**config.mk**
```make
export PLATFORM = sky130hd
export DESIGN_NAME = branch_subsys
export DESIGN_NICKNAME = d
export VERILOG_FILES = /design/src/common/bu_pkg.sv /design/src/branch_unit.sv /design/src/branch_predictor/bp_lookup.sv /design/src/branch_predictor/bp_update.sv /design/src/branch_predictor/pht.sv /design/src/branch_subsys.sv
export SDC_FILE = /design/constraint.sdc
export NUM_CORES = 1
export LEC_CHECK = 0
export BUFFER_PORTS_ARGS = -buffer_cell sky130_fd_sc_hd__buf_4
export CAP_MARGIN = 25
export CELL_PAD_IN_SITES_DETAIL_PLACEMENT = 0
export CELL_PAD_IN_SITES_GLOBAL_PLACEMENT = 1
export CORE_MARGIN = 2
export CORE_UTILIZATION = 47
export CTS_CLUSTER_SIZE = 12
export DETAILED_ROUTE_END_ITERATION = 8
export PLACE_DENSITY_LB_ADDON = 0.1
export SLEW_MARGIN = 10
export SYNTH_ARGS = -nofsm -noshare
export SYNTH_HDL_FRONTEND = slang
export SYNTH_SLANG_ARGS = --single-unit
```
**constraint.sdc**
```tcl
create_clock -name clk -period 6.25 [get_ports clk]
set_input_delay 1.25 -clock clk [delete_from_list [all_inputs] [get_ports clk]]
set_output_delay 1.25 -clock clk [all_outputs]
set_load 0.03 [all_outputs]
```
**src/common/bu_pkg.sv**
```systemverilog
package bu_pkg;

  ////////////////////////////////////////////////////////////
  // Widths
  ////////////////////////////////////////////////////////////

  // Instruction word width
  localparam int ILEN = 32;

  // Exception vector width
  localparam int EXC_SIZE = 16;

  // Bit index of the misaligned instruction cause
  localparam int CAUSE_MISALIGNED_INSTR = 0;

  ////////////////////////////////////////////////////////////
  // Types
  ////////////////////////////////////////////////////////////

  // Raw instruction word
  typedef logic [ILEN-1:0] instr_t;

  // One bit per exception cause
  typedef logic [EXC_SIZE-1:0] exc_t;

  // Saturating 2-bit counter
  // Bit 1 set means predict taken
  typedef logic [1:0] bp_cnt_t;

  // Major opcode, instr[6:2]
  typedef logic [4:0] opcode_t;

  // Branch condition select, instr[14:12]
  typedef logic [2:0] funct3_t;

  ////////////////////////////////////////////////////////////
  // Encodings
  ////////////////////////////////////////////////////////////

  // Control flow opcodes
  localparam opcode_t OPC_JAL     = 5'b11011;
  localparam opcode_t OPC_JALR    = 5'b11001;
  localparam opcode_t OPC_BRANCH  = 5'b11000;

  // FENCE and FENCE.I live here
  localparam opcode_t OPC_MISCMEM = 5'b00011;

  // Conditional branch kinds
  localparam funct3_t F3_BEQ  = 3'b000;
  localparam funct3_t F3_BNE  = 3'b001;
  localparam funct3_t F3_BLT  = 3'b100;
  localparam funct3_t F3_BGE  = 3'b101;
  localparam funct3_t F3_BLTU = 3'b110;
  localparam funct3_t F3_BGEU = 3'b111;

  // Complete FENCE.I word
  // rd, rs1 and imm all zero
  localparam instr_t FENCE_I_WORD = 32'h0000_100F;

  ////////////////////////////////////////////////////////////
  // Predictor
  ////////////////////////////////////////////////////////////

  // Weakly not taken
  localparam bp_cnt_t BP_CNT_INIT = 2'b01;

endpackage

```
**src/branch_unit.sv**
```systemverilog
`timescale 1ns/10ps

module branch_unit #(
  parameter int              XLEN           = 32,
  parameter logic [XLEN-1:0] PC_INIT        = 'h200,
  parameter bit              HAS_RVC        = 0,
  parameter int              BP_GLOBAL_BITS = 2
) (
  input  logic                      clk,
  input  logic                      rstn,
  input  logic                      ex_stall,
  input  logic                      st_flush,
  input  logic [XLEN-1:0]           id_pc,
  input  bu_pkg::instr_t            id_instr,
  input  logic                      id_bubble,
  input  bu_pkg::bp_cnt_t           id_bp_predict,
  input  logic [XLEN-1:0]           opA,
  input  logic [XLEN-1:0]           opB,
  input  bu_pkg::exc_t              id_exception,
  input  bu_pkg::exc_t              ex_exception,
  input  bu_pkg::exc_t              mem_exception,
  input  bu_pkg::exc_t              wb_exception,
  input  logic                      du_stall,
  input  logic                      du_flush,
  input  logic                      du_we_pc,
  input  logic [XLEN-1:0]           du_dato,
  output logic [XLEN-1:0]           bu_nxt_pc,
  output logic                      bu_flush,
  output logic                      bu_cacheflush,
  output bu_pkg::exc_t              bu_exception,
  output logic                      bu_bp_update,
  output logic [XLEN-1:0]           bu_bp_pc,
  output logic                      bu_bp_btaken,
  output bu_pkg::bp_cnt_t           bu_bp_predict,
  output logic [BP_GLOBAL_BITS-1:0] bu_bp_history
);
  import bu_pkg::*;

  opcode_t                 opcode;
  funct3_t                 funct3;
  logic [XLEN-1:0]         imm_j;
  logic [XLEN-1:0]         imm_b;
  logic [XLEN-1:0]         nxt_pc;
  logic                    btaken;
  logic                    bp_upd;
  logic                    pipeflush;
  logic                    cacheflush;
  logic                    is_cf;
  logic                    misaligned;
  logic                    du_wrote_pc;
  // Extra bit holds the newest outcome
  logic [BP_GLOBAL_BITS:0] bp_history;

  ////////////////////////////////////////////////////////////
  // Decode
  ////////////////////////////////////////////////////////////

  assign opcode = id_instr[6:2];
  assign funct3 = id_instr[14:12];

  // Sign extended J and B immediates
  assign imm_j = {{(XLEN-20){id_instr[31]}}, id_instr[19:12], id_instr[20],
                  id_instr[30:21], 1'b0};
  assign imm_b = {{(XLEN-12){id_instr[31]}}, id_instr[7], id_instr[30:25],
                  id_instr[11:8], 1'b0};

  // Resolution of the instruction in decode
  always_comb begin
    btaken     = 1'b0;
    bp_upd     = 1'b0;
    pipeflush  = 1'b0;
    cacheflush = 1'b0;
    is_cf      = 1'b0;
    nxt_pc     = id_pc + XLEN'(4);
    if (!id_bubble) begin
      case (opcode)
        // Fetch already follows JAL
        OPC_JAL: begin
          btaken = 1'b1;
          is_cf  = 1'b1;
          nxt_pc = id_pc + imm_j;
        end
        // Register target with LSB forced low
        OPC_JALR: begin
          btaken    = 1'b1;
          is_cf     = 1'b1;
          pipeflush = 1'b1;
          nxt_pc    = (opA + opB) & ~XLEN'(1);
        end
        OPC_BRANCH: begin
          bp_upd = 1'b1;
          is_cf  = 1'b1;
          case (funct3)
            F3_BEQ:  btaken = (opA == opB);
            F3_BNE:  btaken = (opA != opB);
            F3_BLT:  btaken = ($signed(opA) < $signed(opB));
            F3_BGE:  btaken = ($signed(opA) >= $signed(opB));
            F3_BLTU: btaken = (opA < opB);
            F3_BGEU: btaken = (opA >= opB);
            // Reserved funct3 is not a branch
            default: begin
              bp_upd = 1'b0;
              is_cf  = 1'b0;
            end
          endcase
          // Mispredict against the counter's direction bit
          pipeflush = bp_upd & (btaken ^ id_bp_predict[1]);
          if (btaken) nxt_pc = id_pc + imm_b;
        end
        OPC_MISCMEM: begin
          if (id_instr == FENCE_I_WORD) begin
            pipeflush  = 1'b1;
            cacheflush = 1'b1;
          end
        end
        default: ;
      endcase
    end
  end

  // 2-byte alignment with RVC and 4-byte without
  assign misaligned = HAS_RVC ? nxt_pc[0] : |nxt_pc[1:0];

  ////////////////////////////////////////////////////////////
  // Exceptions
  ////////////////////////////////////////////////////////////

  always_ff @(posedge clk or negedge rstn) begin
    if (!rstn) begin
      bu_exception <= '0;
    end else if (!ex_stall) begin
      // Younger instruction is killed by flush or older exception
      if (bu_flush || st_flush || |ex_exception || |mem_exception || |wb_exception) begin
        bu_exception <= '0;
      end else if (!du_stall) begin
        bu_exception <= id_exception;
        bu_exception[CAUSE_MISALIGNED_INSTR] <=
          id_exception[CAUSE_MISALIGNED_INSTR] | (is_cf & misaligned);
      end
    end
  end

  ////////////////////////////////////////////////////////////
  // Next pc, flushes and history
  ////////////////////////////////////////////////////////////

  // Debug pc stays in force while the debugger holds the core
  always_ff @(posedge clk or negedge rstn) begin
    if (!rstn) begin
      du_wrote_pc <= 1'b0;
    end else begin
      du_wrote_pc <= du_we_pc | (du_wrote_pc & du_stall);
    end
  end

  always_ff @(posedge clk or negedge rstn) begin
    if (!rstn) begin
      bu_flush      <= 1'b1;
      bu_cacheflush <= 1'b0;
      bu_nxt_pc     <= PC_INIT;
      bu_bp_update  <= 1'b0;
      bp_history    <= '0;
    end else if (du_we_pc || du_wrote_pc) begin
      // Flush only in the cycle after the write
      bu_flush      <= du_we_pc;
      bu_cacheflush <= 1'b0;
      bu_bp_update  <= 1'b0;
      if (du_we_pc) bu_nxt_pc <= du_dato;
    end else if (!ex_stall) begin
      bu_flush      <= pipeflush & ~du_stall & ~du_flush;
      bu_cacheflush <= cacheflush & ~du_stall & ~du_flush;
      bu_nxt_pc     <= nxt_pc;
      bu_bp_update  <= bp_upd;
      if (bp_upd) bp_history <= {bp_history[BP_GLOBAL_BITS-1:0], btaken};
    end else begin
      // Strobe must not repeat while stalled
      bu_bp_update <= 1'b0;
    end
  end

  // Predictor payload qualified by bu_bp_update
  always_ff @(posedge clk) begin
    if (!ex_stall) begin
      bu_bp_pc      <= id_pc;
      bu_bp_btaken  <= btaken;
      bu_bp_predict <= id_bp_predict;
    end
  end

  // History as seen before the current branch
  assign bu_bp_history = bp_history[BP_GLOBAL_BITS:1];

  ////////////////////////////////////////////////////////////
  // Checks
  ////////////////////////////////////////////////////////////

  // Decode hands over a defined word with every real instruction
  a_instr_known: assert property (@(posedge clk) disable iff (!rstn)
    !id_bubble |-> !$isunknown(id_instr));

  a_no_du_we_in_reset: assert property (@(posedge clk) !rstn |-> !du_we_pc);

endmodule

```
**src/branch_predictor/bp_lookup.sv**
```systemverilog
`timescale 1ns/10ps

module bp_lookup #(
  parameter int XLEN           = 32,
  parameter int BP_GLOBAL_BITS = 2,
  parameter int PHT_INDEX_BITS = 6
) (
  input  logic                      clk,
  input  logic                      rstn,
  input  logic                      if_req,
  input  logic [XLEN-1:0]           if_pc,
  input  logic [BP_GLOBAL_BITS-1:0] bu_bp_history,
  output bu_pkg::bp_cnt_t           if_pred,
  output logic                      if_pred_valid,
  output logic                      lk_req,
  output logic [PHT_INDEX_BITS-1:0] lk_idx,
  input  logic                      lk_gnt,
  input  bu_pkg::bp_cnt_t           pht_rdata
);

  typedef enum logic [1:0] {LK_IDLE, LK_WAIT, LK_DATA} lk_state_t;

  lk_state_t                 state;
  logic [PHT_INDEX_BITS-1:0] idx_hash;
  // Index frozen while the table is busy
  logic [PHT_INDEX_BITS-1:0] idx_q;

  // gshare hash of the word aligned pc
  assign idx_hash = if_pc[PHT_INDEX_BITS+1:2] ^ PHT_INDEX_BITS'(bu_bp_history);

  always_ff @(posedge clk or negedge rstn) begin
    if (!rstn) begin
      state <= LK_IDLE;
    end else begin
      case (state)
        LK_IDLE: if (if_req) state <= lk_gnt ? LK_DATA : LK_WAIT;
        LK_WAIT: if (lk_gnt) state <= LK_DATA;
        default: state <= LK_IDLE;
      endcase
    end
  end

  always_ff @(posedge clk) begin
    if (state == LK_IDLE) idx_q <= idx_hash;
  end

  // No request during the data phase
  assign lk_req        = if_req & (state != LK_DATA);
  assign lk_idx        = (state == LK_WAIT) ? idx_q : idx_hash;
  assign if_pred_valid = (state == LK_DATA);
  assign if_pred       = pht_rdata;

  // Fetch holds its request and pc until the valid pulse
  a_req_held: assert property (@(posedge clk) disable iff (!rstn)
    (state == LK_WAIT) |-> if_req && $stable(if_pc));

endmodule

```
**src/branch_predictor/bp_update.sv**
```systemverilog
`timescale 1ns/10ps

module bp_update #(
  parameter int XLEN           = 32,
  parameter int BP_GLOBAL_BITS = 2,
  parameter int PHT_INDEX_BITS = 6
) (
  input  logic                      clk,
  input  logic                      rstn,
  input  logic                      bu_bp_update,
  input  logic [XLEN-1:0]           bu_bp_pc,
  input  logic                      bu_bp_btaken,
  input  bu_pkg::bp_cnt_t           bu_bp_predict,
  input  logic [BP_GLOBAL_BITS-1:0] bu_bp_history,
  output logic                      up_req,
  output logic [PHT_INDEX_BITS-1:0] up_idx,
  output bu_pkg::bp_cnt_t           up_wdata,
  input  logic                      up_gnt
);
  import bu_pkg::*;

  bp_cnt_t                   nxt_cnt;
  logic [PHT_INDEX_BITS-1:0] idx_hash;

  // Saturating step from the counter used at prediction
  always_comb begin
    if (bu_bp_btaken) begin
      nxt_cnt = (bu_bp_predict == 2'b11) ? 2'b11 : bu_bp_predict + 2'd1;
    end else begin
      nxt_cnt = (bu_bp_predict == 2'b00) ? 2'b00 : bu_bp_predict - 2'd1;
    end
  end

  // Same hash as the fetch side
  // History here predates the branch
  assign idx_hash = bu_bp_pc[PHT_INDEX_BITS+1:2] ^ PHT_INDEX_BITS'(bu_bp_history);

  ////////////////////////////////////////////////////////////
  // Write request
  ////////////////////////////////////////////////////////////

  always_ff @(posedge clk or negedge rstn) begin
    if (!rstn) begin
      up_req <= 1'b0;
    end else if (bu_bp_update) begin
      up_req <= 1'b1;
    end else if (up_gnt) begin
      up_req <= 1'b0;
    end
  end

  // Payload only, qualified by up_req
  always_ff @(posedge clk) begin
    if (bu_bp_update) begin
      up_idx   <= idx_hash;
      up_wdata <= nxt_cnt;
    end
  end

  // Update port always wins the table
  a_no_overrun: assert property (@(posedge clk) disable iff (!rstn)
    bu_bp_update |-> !(up_req && !up_gnt));

endmodule

```
**src/branch_predictor/pht.sv**
```systemverilog
`timescale 1ns/10ps

module pht #(
  parameter int PHT_INDEX_BITS = 6
) (
  input  logic                      clk,
  input  logic                      rstn,
  input  logic                      lk_req,
  input  logic [PHT_INDEX_BITS-1:0] lk_idx,
  output logic                      lk_gnt,
  input  logic                      up_req,
  input  logic [PHT_INDEX_BITS-1:0] up_idx,
  input  bu_pkg::bp_cnt_t           up_wdata,
  output logic                      up_gnt,
  output bu_pkg::bp_cnt_t           pht_rdata
);
  import bu_pkg::*;

  bp_cnt_t cnt [2**PHT_INDEX_BITS];

  // Fixed priority with update first
  assign up_gnt = up_req;
  assign lk_gnt = lk_req & ~up_req;

  // Single port write on the granted edge
  always_ff @(posedge clk or negedge rstn) begin
    if (!rstn) begin
      for (int i = 0; i < 2**PHT_INDEX_BITS; i++) cnt[i] <= BP_CNT_INIT;
    end else if (up_gnt) begin
      cnt[up_idx] <= up_wdata;
    end
  end

  // Read data register valid the cycle after grant
  always_ff @(posedge clk) begin
    if (lk_gnt) pht_rdata <= cnt[lk_idx];
  end

  // A waiting lookup keeps its request and index
  a_lk_hold: assert property (@(posedge clk) disable iff (!rstn)
    lk_req && !lk_gnt |=> lk_req && $stable(lk_idx));

endmodule

```
**src/branch_subsys.sv**
```systemverilog
`timescale 1ns/10ps

module branch_subsys #(
  parameter int              XLEN           = 32,
  parameter logic [XLEN-1:0] PC_INIT        = 'h200,
  parameter bit              HAS_RVC        = 0,
  parameter int              BP_GLOBAL_BITS = 2,
  parameter int              PHT_INDEX_BITS = 6
) (
  input  logic              clk,
  input  logic              rstn,
  // Pipeline control
  input  logic              ex_stall,
  input  logic              st_flush,
  // Decode stage
  input  logic [XLEN-1:0]   id_pc,
  input  bu_pkg::instr_t    id_instr,
  input  logic              id_bubble,
  input  bu_pkg::bp_cnt_t   id_bp_predict,
  input  logic [XLEN-1:0]   opA,
  input  logic [XLEN-1:0]   opB,
  input  bu_pkg::exc_t      id_exception,
  input  bu_pkg::exc_t      ex_exception,
  input  bu_pkg::exc_t      mem_exception,
  input  bu_pkg::exc_t      wb_exception,
  // Debug unit
  input  logic              du_stall,
  input  logic              du_flush,
  input  logic              du_we_pc,
  input  logic [XLEN-1:0]   du_dato,
  // Resolution results
  output logic [XLEN-1:0]   bu_nxt_pc,
  output logic              bu_flush,
  output logic              bu_cacheflush,
  output bu_pkg::exc_t      bu_exception,
  // Fetch side lookup
  input  logic              if_req,
  input  logic [XLEN-1:0]   if_pc,
  output bu_pkg::bp_cnt_t   if_pred,
  output logic              if_pred_valid
);
  import bu_pkg::*;

  ////////////////////////////////////////////////////////////
  // Internal nets
  ////////////////////////////////////////////////////////////

  // Branch unit to predictor
  logic                      bu_bp_update;
  logic [XLEN-1:0]           bu_bp_pc;
  logic                      bu_bp_btaken;
  bp_cnt_t                   bu_bp_predict;
  logic [BP_GLOBAL_BITS-1:0] bu_bp_history;

  // Table ports
  logic                      lk_req;
  logic [PHT_INDEX_BITS-1:0] lk_idx;
  logic                      lk_gnt;
  logic                      up_req;
  logic [PHT_INDEX_BITS-1:0] up_idx;
  bp_cnt_t                   up_wdata;
  logic                      up_gnt;
  bp_cnt_t                   pht_rdata;

  branch_unit #(
    .XLEN           (XLEN),
    .PC_INIT        (PC_INIT),
    .HAS_RVC        (HAS_RVC),
    .BP_GLOBAL_BITS (BP_GLOBAL_BITS)
  ) u_branch_unit (
    .clk           (clk),
    .rstn          (rstn),
    .ex_stall      (ex_stall),
    .st_flush      (st_flush),
    .id_pc         (id_pc),
    .id_instr      (id_instr),
    .id_bubble     (id_bubble),
    .id_bp_predict (id_bp_predict),
    .opA           (opA),
    .opB           (opB),
    .id_exception  (id_exception),
    .ex_exception  (ex_exception),
    .mem_exception (mem_exception),
    .wb_exception  (wb_exception),
    .du_stall      (du_stall),
    .du_flush      (du_flush),
    .du_we_pc      (du_we_pc),
    .du_dato       (du_dato),
    .bu_nxt_pc     (bu_nxt_pc),
    .bu_flush      (bu_flush),
    .bu_cacheflush (bu_cacheflush),
    .bu_exception  (bu_exception),
    .bu_bp_update  (bu_bp_update),
    .bu_bp_pc      (bu_bp_pc),
    .bu_bp_btaken  (bu_bp_btaken),
    .bu_bp_predict (bu_bp_predict),
    .bu_bp_history (bu_bp_history)
  );

  bp_lookup #(
    .XLEN           (XLEN),
    .BP_GLOBAL_BITS (BP_GLOBAL_BITS),
    .PHT_INDEX_BITS (PHT_INDEX_BITS)
  ) u_bp_lookup (
    .clk           (clk),
    .rstn          (rstn),
    .if_req        (if_req),
    .if_pc         (if_pc),
    .bu_bp_history (bu_bp_history),
    .if_pred       (if_pred),
    .if_pred_valid (if_pred_valid),
    .lk_req        (lk_req),
    .lk_idx        (lk_idx),
    .lk_gnt        (lk_gnt),
    .pht_rdata     (pht_rdata)
  );

  bp_update #(
    .XLEN           (XLEN),
    .BP_GLOBAL_BITS (BP_GLOBAL_BITS),
    .PHT_INDEX_BITS (PHT_INDEX_BITS)
  ) u_bp_update (
    .clk           (clk),
    .rstn          (rstn),
    .bu_bp_update  (bu_bp_update),
    .bu_bp_pc      (bu_bp_pc),
    .bu_bp_btaken  (bu_bp_btaken),
    .bu_bp_predict (bu_bp_predict),
    .bu_bp_history (bu_bp_history),
    .up_req        (up_req),
    .up_idx        (up_idx),
    .up_wdata      (up_wdata),
    .up_gnt        (up_gnt)
  );

  // Shared counter table
  pht #(
    .PHT_INDEX_BITS (PHT_INDEX_BITS)
  ) u_pht (
    .clk       (clk),
    .rstn      (rstn),
    .lk_req    (lk_req),
    .lk_idx    (lk_idx),
    .lk_gnt    (lk_gnt),
    .up_req    (up_req),
    .up_idx    (up_idx),
    .up_wdata  (up_wdata),
    .up_gnt    (up_gnt),
    .pht_rdata (pht_rdata)
  );

endmodule

```
==> flow_metrics.py, run 1 <==
metrics = {
    "synthesis": {
        "synth_area_leaders": "dfrtp_1, dfstp_2, mux2_2",
        "seq_area_frac_synth_pct": 33.8,
        "yosysTopAreaCell": "dfrtp_1",
        "synth_area_mm2": 0.0162,
        "synth_edf_count": 25,
        "synth.top_cell.area_share_pct": 18.5,
        "synthDistinctLibCells": 85,
        "avgSynthCellArea_um2": 9.57,
        "yosysWarnings": 0,
        "synthesis.nets": 2072,
        "ys_ff_latch": 211,
        "synthArstFlopShare_pct": 88.2,
        "ys.flop_type": "dfrtp_1",
        "post_synth_inst_count": 1695,
    },
    "floorplanning": {
        "row_count": 68,
        "dieHeight_um": 190,
        "pin_count": 320,
        "die-area_mm2": 0.0360,
        "initial_core_util_pct": 47.3,
        "coreArea_mm2": 0.0343,
        "die_w_um": 190,
    },
    "final_layout": {
        "final_layout_size_suffix_gt1_share_pct": 30.2,
        "nets": 2326,
        "insertedDiodeCount": 0,
        "syn_to_final_growth_pct": 20.4,
        "fin_area_mm2": 0.0195,
        "stdcell_count": 2420,
        "fin_util_pct": 56.9,
    },
    "timing": {
        "fin_crit_sh_pct": 77.4,
        "tightest_slew_ps": 1040,
        "clock_skew_ps": 13.6,
        "setup_violations": 0,
        "rsz0062_at_grt": "false",
        "finalSetupTns_ps": 0,
        "relSlewSlack_pct": 30.0,
        "fin_crit_ps": 4840,
        "finalMaxSlewViolations": 0,
        "fmax_ghz": 0.207,
        "holdWs_ps": 421,
        "hold_viol": 0,
    },
    "cts": {
        "ctsResizeCount": 0,
        "cts_buffers": 22,
        "cts.htree.levels": 1,
        "cts_setup_buffers": 0,
        "clock_sinks": 211,
        "hold_buffers": 0,
        "cts_tree": "built",
        "clk_pin_slew_ps": 70,
        "cts_buffer_depth": 3,
        "clkLatencyLatePin_ps": 500,
        "cts-root-buf": "clkbuf_16",
    },
    "placed_design": {
        "port_buffers": 293,
        "dp.cells": 2380,
        "place.gp.congestion": 0.911,
        "detailed_place.area_mm2": 0.0188,
        "hpwlAfterDp_um": 40300,
    },
    "worst_hold_path": {
        "hp-class": "reg2reg",
        "min_from": "u_branch_unit.bu_bp_pc[6]",
        "hold_depth": 0,
        "whs_endpoint": "u_bp_update.up_idx[4]",
    },
    "detailed_routing": {
        "dr.pass1.iters": 5,
        "drtIter0Drc": 1019,
        "viasPerCell": 5.88,
        "dr_total_vias": 14200,
        "drt-total-wl_um": 51200,
        "drcViolationCount": 0,
        "drt.antenna.violating_nets": 0,
        "wl_per_cell_um": 21.2,
    },
    "critical_path": {
        "end_kind": "register",
        "r2r-start": "u_bp_lookup.state[1]",
        "r2r_cells": 9,
        "rrSetupSlack_ps": 2630,
        "criticalPathCategory": "in2reg",
        "required_ps": 6670,
        "r2r_end": "u_pht.pht_rdata[1]",
        "cp-start-kind": "input pin",
        "crit_fanout": 12,
        "worstPathArrival_ps": 5260,
    },
    "global_routing": {
        "grt_max_degree": 103,
        "grt_pass1_vias": 14400,
        "grt_first_pass_wirelength_um": 79700,
        "grt_use_total_pct": 28.1,
        "grt_overflow": 0,
        "antenna_found_initial": 0,
    },
    "power_and_ir_drop": {
        "pwr_density_cell_mw_per_mm2": 189,
        "leakage_nw": 8.69,
        "ir_worst_vdd_uv": 228,
    },
    "run_status": {
        "outcome": "completed",
    },
    "flow_run": {
        "cap_viol_max_count": 0,
    },
}
[through the flow]
stage	power [mW]	setup WS [ps]
CTS	3.70	1440
finish	3.68	1410
detailed placement	2.44	927
global placement	2.44	898
floorplan	2.05	2020
global route	3.85	1190
[Yosys cell counts, drive strengths merged, types with 21 or more instances]
cell type and number:
a211oi 31, a21o 26, a21oi 110, a221oi 24, clkbuf 64, dfrtp 120, dfstp 66, edfxtp 25
ha 107, inv 75, mux2 134, mux2i 28, mux4 32, nand2 118, nand3 35, nand4 22
nor2 158, nor2b 21, nor3 26, nor4 30, o21ai 69, xnor2 62, xor2 44
[kinds of logic after synthesis]
group	count (synthesis)	synth area share (%)
AOI/OAI and AO/OA	424	17.5
muxes	194	15.5
buffers and inverters	155	3.77
DFF	211	33.8
adders and majority gates	112	8.75
xor gates and xnor gates	106	5.73
and+or+nand+nor	493	14.9
[area by class of cell]
type                       count  area (um^2)
fill                        3141        14800
multi-input combinational   1329        10200
timing repair buffer         310         2330
sequential                   211         5490
inverter                      75          282
clock inverter                 3         40.0
tap                          455          569
clock buffer                  37          638
[critical path: stages]
cell	delay, ps
buf_4	110
ha_1	480
nand4_1	260
nor4_4	430
nand3_2	90
a21o_1	230
a31o_2	260
o211ai_1	90
a41o_1	610
nand2_1	210
nand2_2	310
inv_1	100
nor2_1	470
a221oi_1	180
o21ai_1	140
[layout by cell type (no fill, tap or decap), drive strengths merged, types with 10 or more instances in the layout]
cell / instances
a211oi: 31
a21o: 26
a21oi: 110
a221oi: 24
a22o: 16
a31oi: 19
and2: 10
and3: 15
buf: 310
clkbuf: 37
dfrtp: 120
dfstp: 66
edfxtp: 25
ha: 107
inv: 75
mux2: 134
mux2i: 28
mux4: 32
nand2: 118
nand2b: 16
nand3: 35
nand4: 22
nor2: 158
nor2b: 21
nor3: 26
nor4: 30
o211ai: 20
o21a: 10
o21ai: 69
o21bai: 15
o221ai: 11
o22ai: 11
or3: 10
xnor2: 62
xor2: 44
[worst max-delay path by stage]
stage	end	startpoint	slack, ps
3_5_place_dp	u_branch_unit.bu_nxt_pc[28]	opA[31]	930
2_1_floorplan	u_branch_unit.bu_nxt_pc[27]	id_pc[1]	2020
4_1_cts	u_branch_unit.bu_nxt_pc[28]	opA[31]	1440
6_report	u_branch_unit.bu_nxt_pc[28]	opA[31]	1410
5_1_grt	u_branch_unit.bu_nxt_pc[29]	opA[23]	1190
3_3_place_gp	u_branch_unit.bu_nxt_pc[28]	opA[31]	900
[layer usage]
metal  part of all wire [%]  global-route usage, %  up-vias
met1                     42                   36.5     6932
met3                    4.7                   2.14       91
met2                     50                   48.9      419
met5                      0                      0        -
met4                    4.0                   11.2        0
li1                       -                      -     6791
[flip-flops by register name, summed over array words and instances (netlist names), 2 cells and up]
name,count
u_pht.cnt,128
u_branch_unit.bu_nxt_pc,32
u_branch_unit.bu_exception,16
u_bp_lookup.idx_q,6
u_bp_update.up_idx,6
u_branch_unit.bu_bp_pc,6
u_branch_unit.bp_history,3
u_bp_lookup.state,2
u_bp_update.up_wdata,2
u_branch_unit.bu_bp_predict,2
u_pht.pht_rdata,2
[where the power goes]
part           switching, mW  internal, mW  total, mW
combinational          0.568         0.407      0.975
clock                  0.521         0.735       1.26
sequential            0.0266          1.43       1.46
No activity file was read; power rests on OpenSTA's default activity.
==> inputs of run 2 (changes only) <==
--- a/config.mk
+++ b/config.mk
@@ -10,7 +10,7 @@
 export CELL_PAD_IN_SITES_DETAIL_PLACEMENT = 0
 export CELL_PAD_IN_SITES_GLOBAL_PLACEMENT = 1
 export CORE_MARGIN = 2
-export CORE_UTILIZATION = 47
+export CORE_UTILIZATION = 43
 export CTS_CLUSTER_SIZE = 12
 export DETAILED_ROUTE_END_ITERATION = 8
 export PLACE_DENSITY_LB_ADDON = 0.1
==> constraint.sdc (replaced) <==
create_clock -name clk -period 4.8 [get_ports clk]
set_input_delay 0.96 -clock clk [delete_from_list [all_inputs] [get_ports clk]]
set_output_delay 0.96 -clock clk [all_outputs]
set_load 0.03 [all_outputs]
==> run 2 against run 1 <==
  * Combinational power is 34% higher
  * Design area up 1.8%
  * Critical endpoint is now u_branch_unit.bu_nxt_pc[27]
  * Clock skew increased by 0.57 ps
  * Register-to-register slack worse by 1200 ps
  * Largest cell class unchanged
  * Cell count rose by 3.8%
  * Global-route usage is 1.3 points lower
  * Power grew 32%
==> flow_metrics.py, run 2 (synthesis results as in run 1) <==
metrics = {
    "final_layout": {
        "reg_top3": "u_pht.cnt: 128 flops, u_branch_unit.bu_nxt_pc: 32 flops, u_branch_unit.bu_exception: 16 flops",
        "fin_area_mm2": 0.0199,
        "nets": 2362,
        "insertedDiodeCount": 0,
        "mostFrequentLayoutCells": "buf_4, nor2_1, mux2_2, dfrtp_1, nand2_1",
        "final_common_cell": "buf_4",
        "largest_reg_flops": 128,
        "syn_to_final_growth_pct": 22.6,
        "final_layout_size_suffix_gt1_share_pct": 31.6,
        "stdcell_count": 2512,
        "top_register": "u_pht.cnt",
    },
    "placed_design": {
        "hpwlAfterDp_um": 41800,
        "place.gp.congestion": 0.918,
        "dp.cells": 2471,
        "port_buffers": 293,
        "post-place-ws_ps": 235,
        "detailed_place.area_mm2": 0.0192,
    },
    "critical_path": {
        "crit_fanout": 4,
        "critical-path-max-stage-delay_ps": 470,
        "r2r_end": "u_pht.pht_rdata[0]",
        "rrSetupSlack_ps": 1440,
        "cp_slowest_cell": "a2111oi_1",
        "worstPathCellList": "buf_4 -> ha_1 -> fa_1 -> a211oi_1 -> o21ai_0 -> a2111oi_1 -> buf_4 -> o41a_1 -> nor2b_1 -> a21boi_0 -> buf_4 -> o21ai_1 -> a21boi_0 -> xnor2_1 -> a22oi_1 -> o221ai_1",
        "cpMostUsedCell": "buf_4",
        "end_kind": "register",
        "required_ps": 5140,
        "r2r_cells": 9,
        "worstPathArrival_ps": 4470,
        "criticalPathCategory": "in2reg",
        "r2r-start": "u_bp_lookup.state[1]",
        "cp-start-kind": "input pin",
        "critPathLaunch": "id_pc[1]",
        "crit_end": "u_branch_unit.bu_nxt_pc[27]",
    },
    "power_and_ir_drop": {
        "sequentialPowerShare_pct": 39.0,
        "pwr_density_cell_mw_per_mm2": 244,
        "comb_power_share_pct": 27.0,
        "netSwitchingFraction_pct": 30.7,
        "power_switching_mw": 1.49,
        "leakage_nw": 8.87,
        "clkPwrFrac_pct": 34.0,
        "ir_worst_vdd_uv": 187,
        "internal_power_mw": 3.37,
    },
    "global_routing": {
        "grt_first_pass_wirelength_um": 81800,
        "antenna_found_initial": 1,
        "grt_use_total_pct": 26.8,
        "grt_max_degree": 86,
        "grt_overflow": 0,
        "grt_pass1_vias": 14700,
    },
    "timing": {
        "fmax_ghz": 0.243,
        "finalMaxSlewViolations": 0,
        "fin_ws_ps": 678,
        "finalSetupTns_ps": 0,
        "rsz0062_at_grt": "false",
        "fin_crit_ps": 4120,
        "relSlewSlack_pct": 34.4,
        "fin_crit_sh_pct": 85.9,
        "tightest_slew_ps": 957,
        "hold_viol": 0,
        "setup_violations": 0,
        "clock_skew_ps": 14.2,
    },
    "cts": {
        "cts_buffer_depth": 3,
        "clock_sinks": 211,
        "ctsResizeCount": 0,
        "cts-root-buf": "clkbuf_16",
        "clk_pin_slew_ps": 60,
        "cts_buffers": 23,
        "cts_tree": "built",
        "cts.htree.levels": 1,
        "cts_setup_buffers": 0,
        "clkLatencyLatePin_ps": 510,
        "hold_buffers": 0,
    },
    "floorplanning": {
        "coreArea_mm2": 0.0374,
        "die_w_um": 198,
        "initial_core_util_pct": 43.4,
        "pin_count": 320,
        "die-area_mm2": 0.0393,
        "dieHeight_um": 198,
        "row_count": 71,
    },
    "detailed_routing": {
        "drt.antenna.violating_nets": 0,
        "dr.pass1.iters": 5,
        "viasPerCell": 5.74,
        "dr_total_vias": 14400,
        "drt-total-wl_um": 53200,
        "drtIter0Drc": 783,
        "wl_per_cell_um": 21.2,
        "drcViolationCount": 0,
    },
    "flow_run": {
        "cap_viol_max_count": 0,
    },
    "worst_hold_path": {
        "hp-class": "reg2reg",
    },
    "run_status": {
        "outcome": "completed",
    },
}
-- run 2: changes by cell type in the layout (fill, tap and decap cells not counted), sizes merged --
cell,before,now
bufinv,1,0
inv,75,77
buf,310,345
-- run 2: cell type report --
class / instances / area (um^2)
Fill cell: 3430 / 17500
Clock buffer: 37 / 668
Timing Repair Buffer: 345 / 2610
Sequential cell: 211 / 5490
Multi-Input combinational cell: 1329 / 10200
Clock inverter: 4 / 27.5
Tap cell: 511 / 639
Inverter: 75 / 282
-- run 2: routing by layer --
layer	global-route usage [%]	wire, um
met4	10.4	2050
met2	47.0	26600
met1	34.0	22200
met3	2.69	2380
met5	0	13
-- run 2: worst min-delay path by stage --
stage,startpoint,endpoint,slack (ps),depth (start not counted)
2_1_floorplan,u_branch_unit.bu_bp_pc[4],u_bp_update.up_idx[2],400,0
3_3_place_gp,u_branch_unit.bu_bp_pc[6],u_bp_update.up_idx[4],400,0
3_5_place_dp,u_branch_unit.bu_bp_pc[6],u_bp_update.up_idx[4],410,0
4_1_cts,u_branch_unit.bu_bp_pc[6],u_bp_update.up_idx[4],420,0
5_1_grt,u_branch_unit.bu_bp_pc[6],u_bp_update.up_idx[4],440,0
6_report,u_branch_unit.bu_bp_pc[6],u_bp_update.up_idx[4],420,0
-- run 2: critical path, delay by kind of cell --
kind | cells | cell delay [ps]
buffers and inverters | 3 | 470
and+or+nand+nor | 1 | 70
xor gates and xnor gates | 1 | 100
AOI/OAI and AO/OA | 9 | 2210
adders and majority gates | 2 | 650
-- run 2: power by group through the flow --
stage / clock network (mW) / registers (mW) / logic, mW
floorplan: 0 / 1.98 / 0.697
global placement: 0 / 1.92 / 1.29
detailed placement: 0 / 1.92 / 1.30
CTS: 1.69 / 1.89 / 1.30
global route: 1.76 / 1.90 / 1.43
finish: 1.65 / 1.89 / 1.31
-- run 2: through the flow --
| stage | utilization, % | hold slack, ps | total power [mW] |
|---|---|---|---|
| 5_1_grt | 53.1 | 436 | 5.08 |
| 6_report | 53.1 | 421 | 4.85 |
| 3_5_place_dp | 51.3 | 407 | 3.22 |
| 3_3_place_gp | 51.3 | 405 | 3.21 |
| 2_1_floorplan | - | 400 | 2.67 |
| 4_1_cts | 53.1 | 421 | 4.89 |
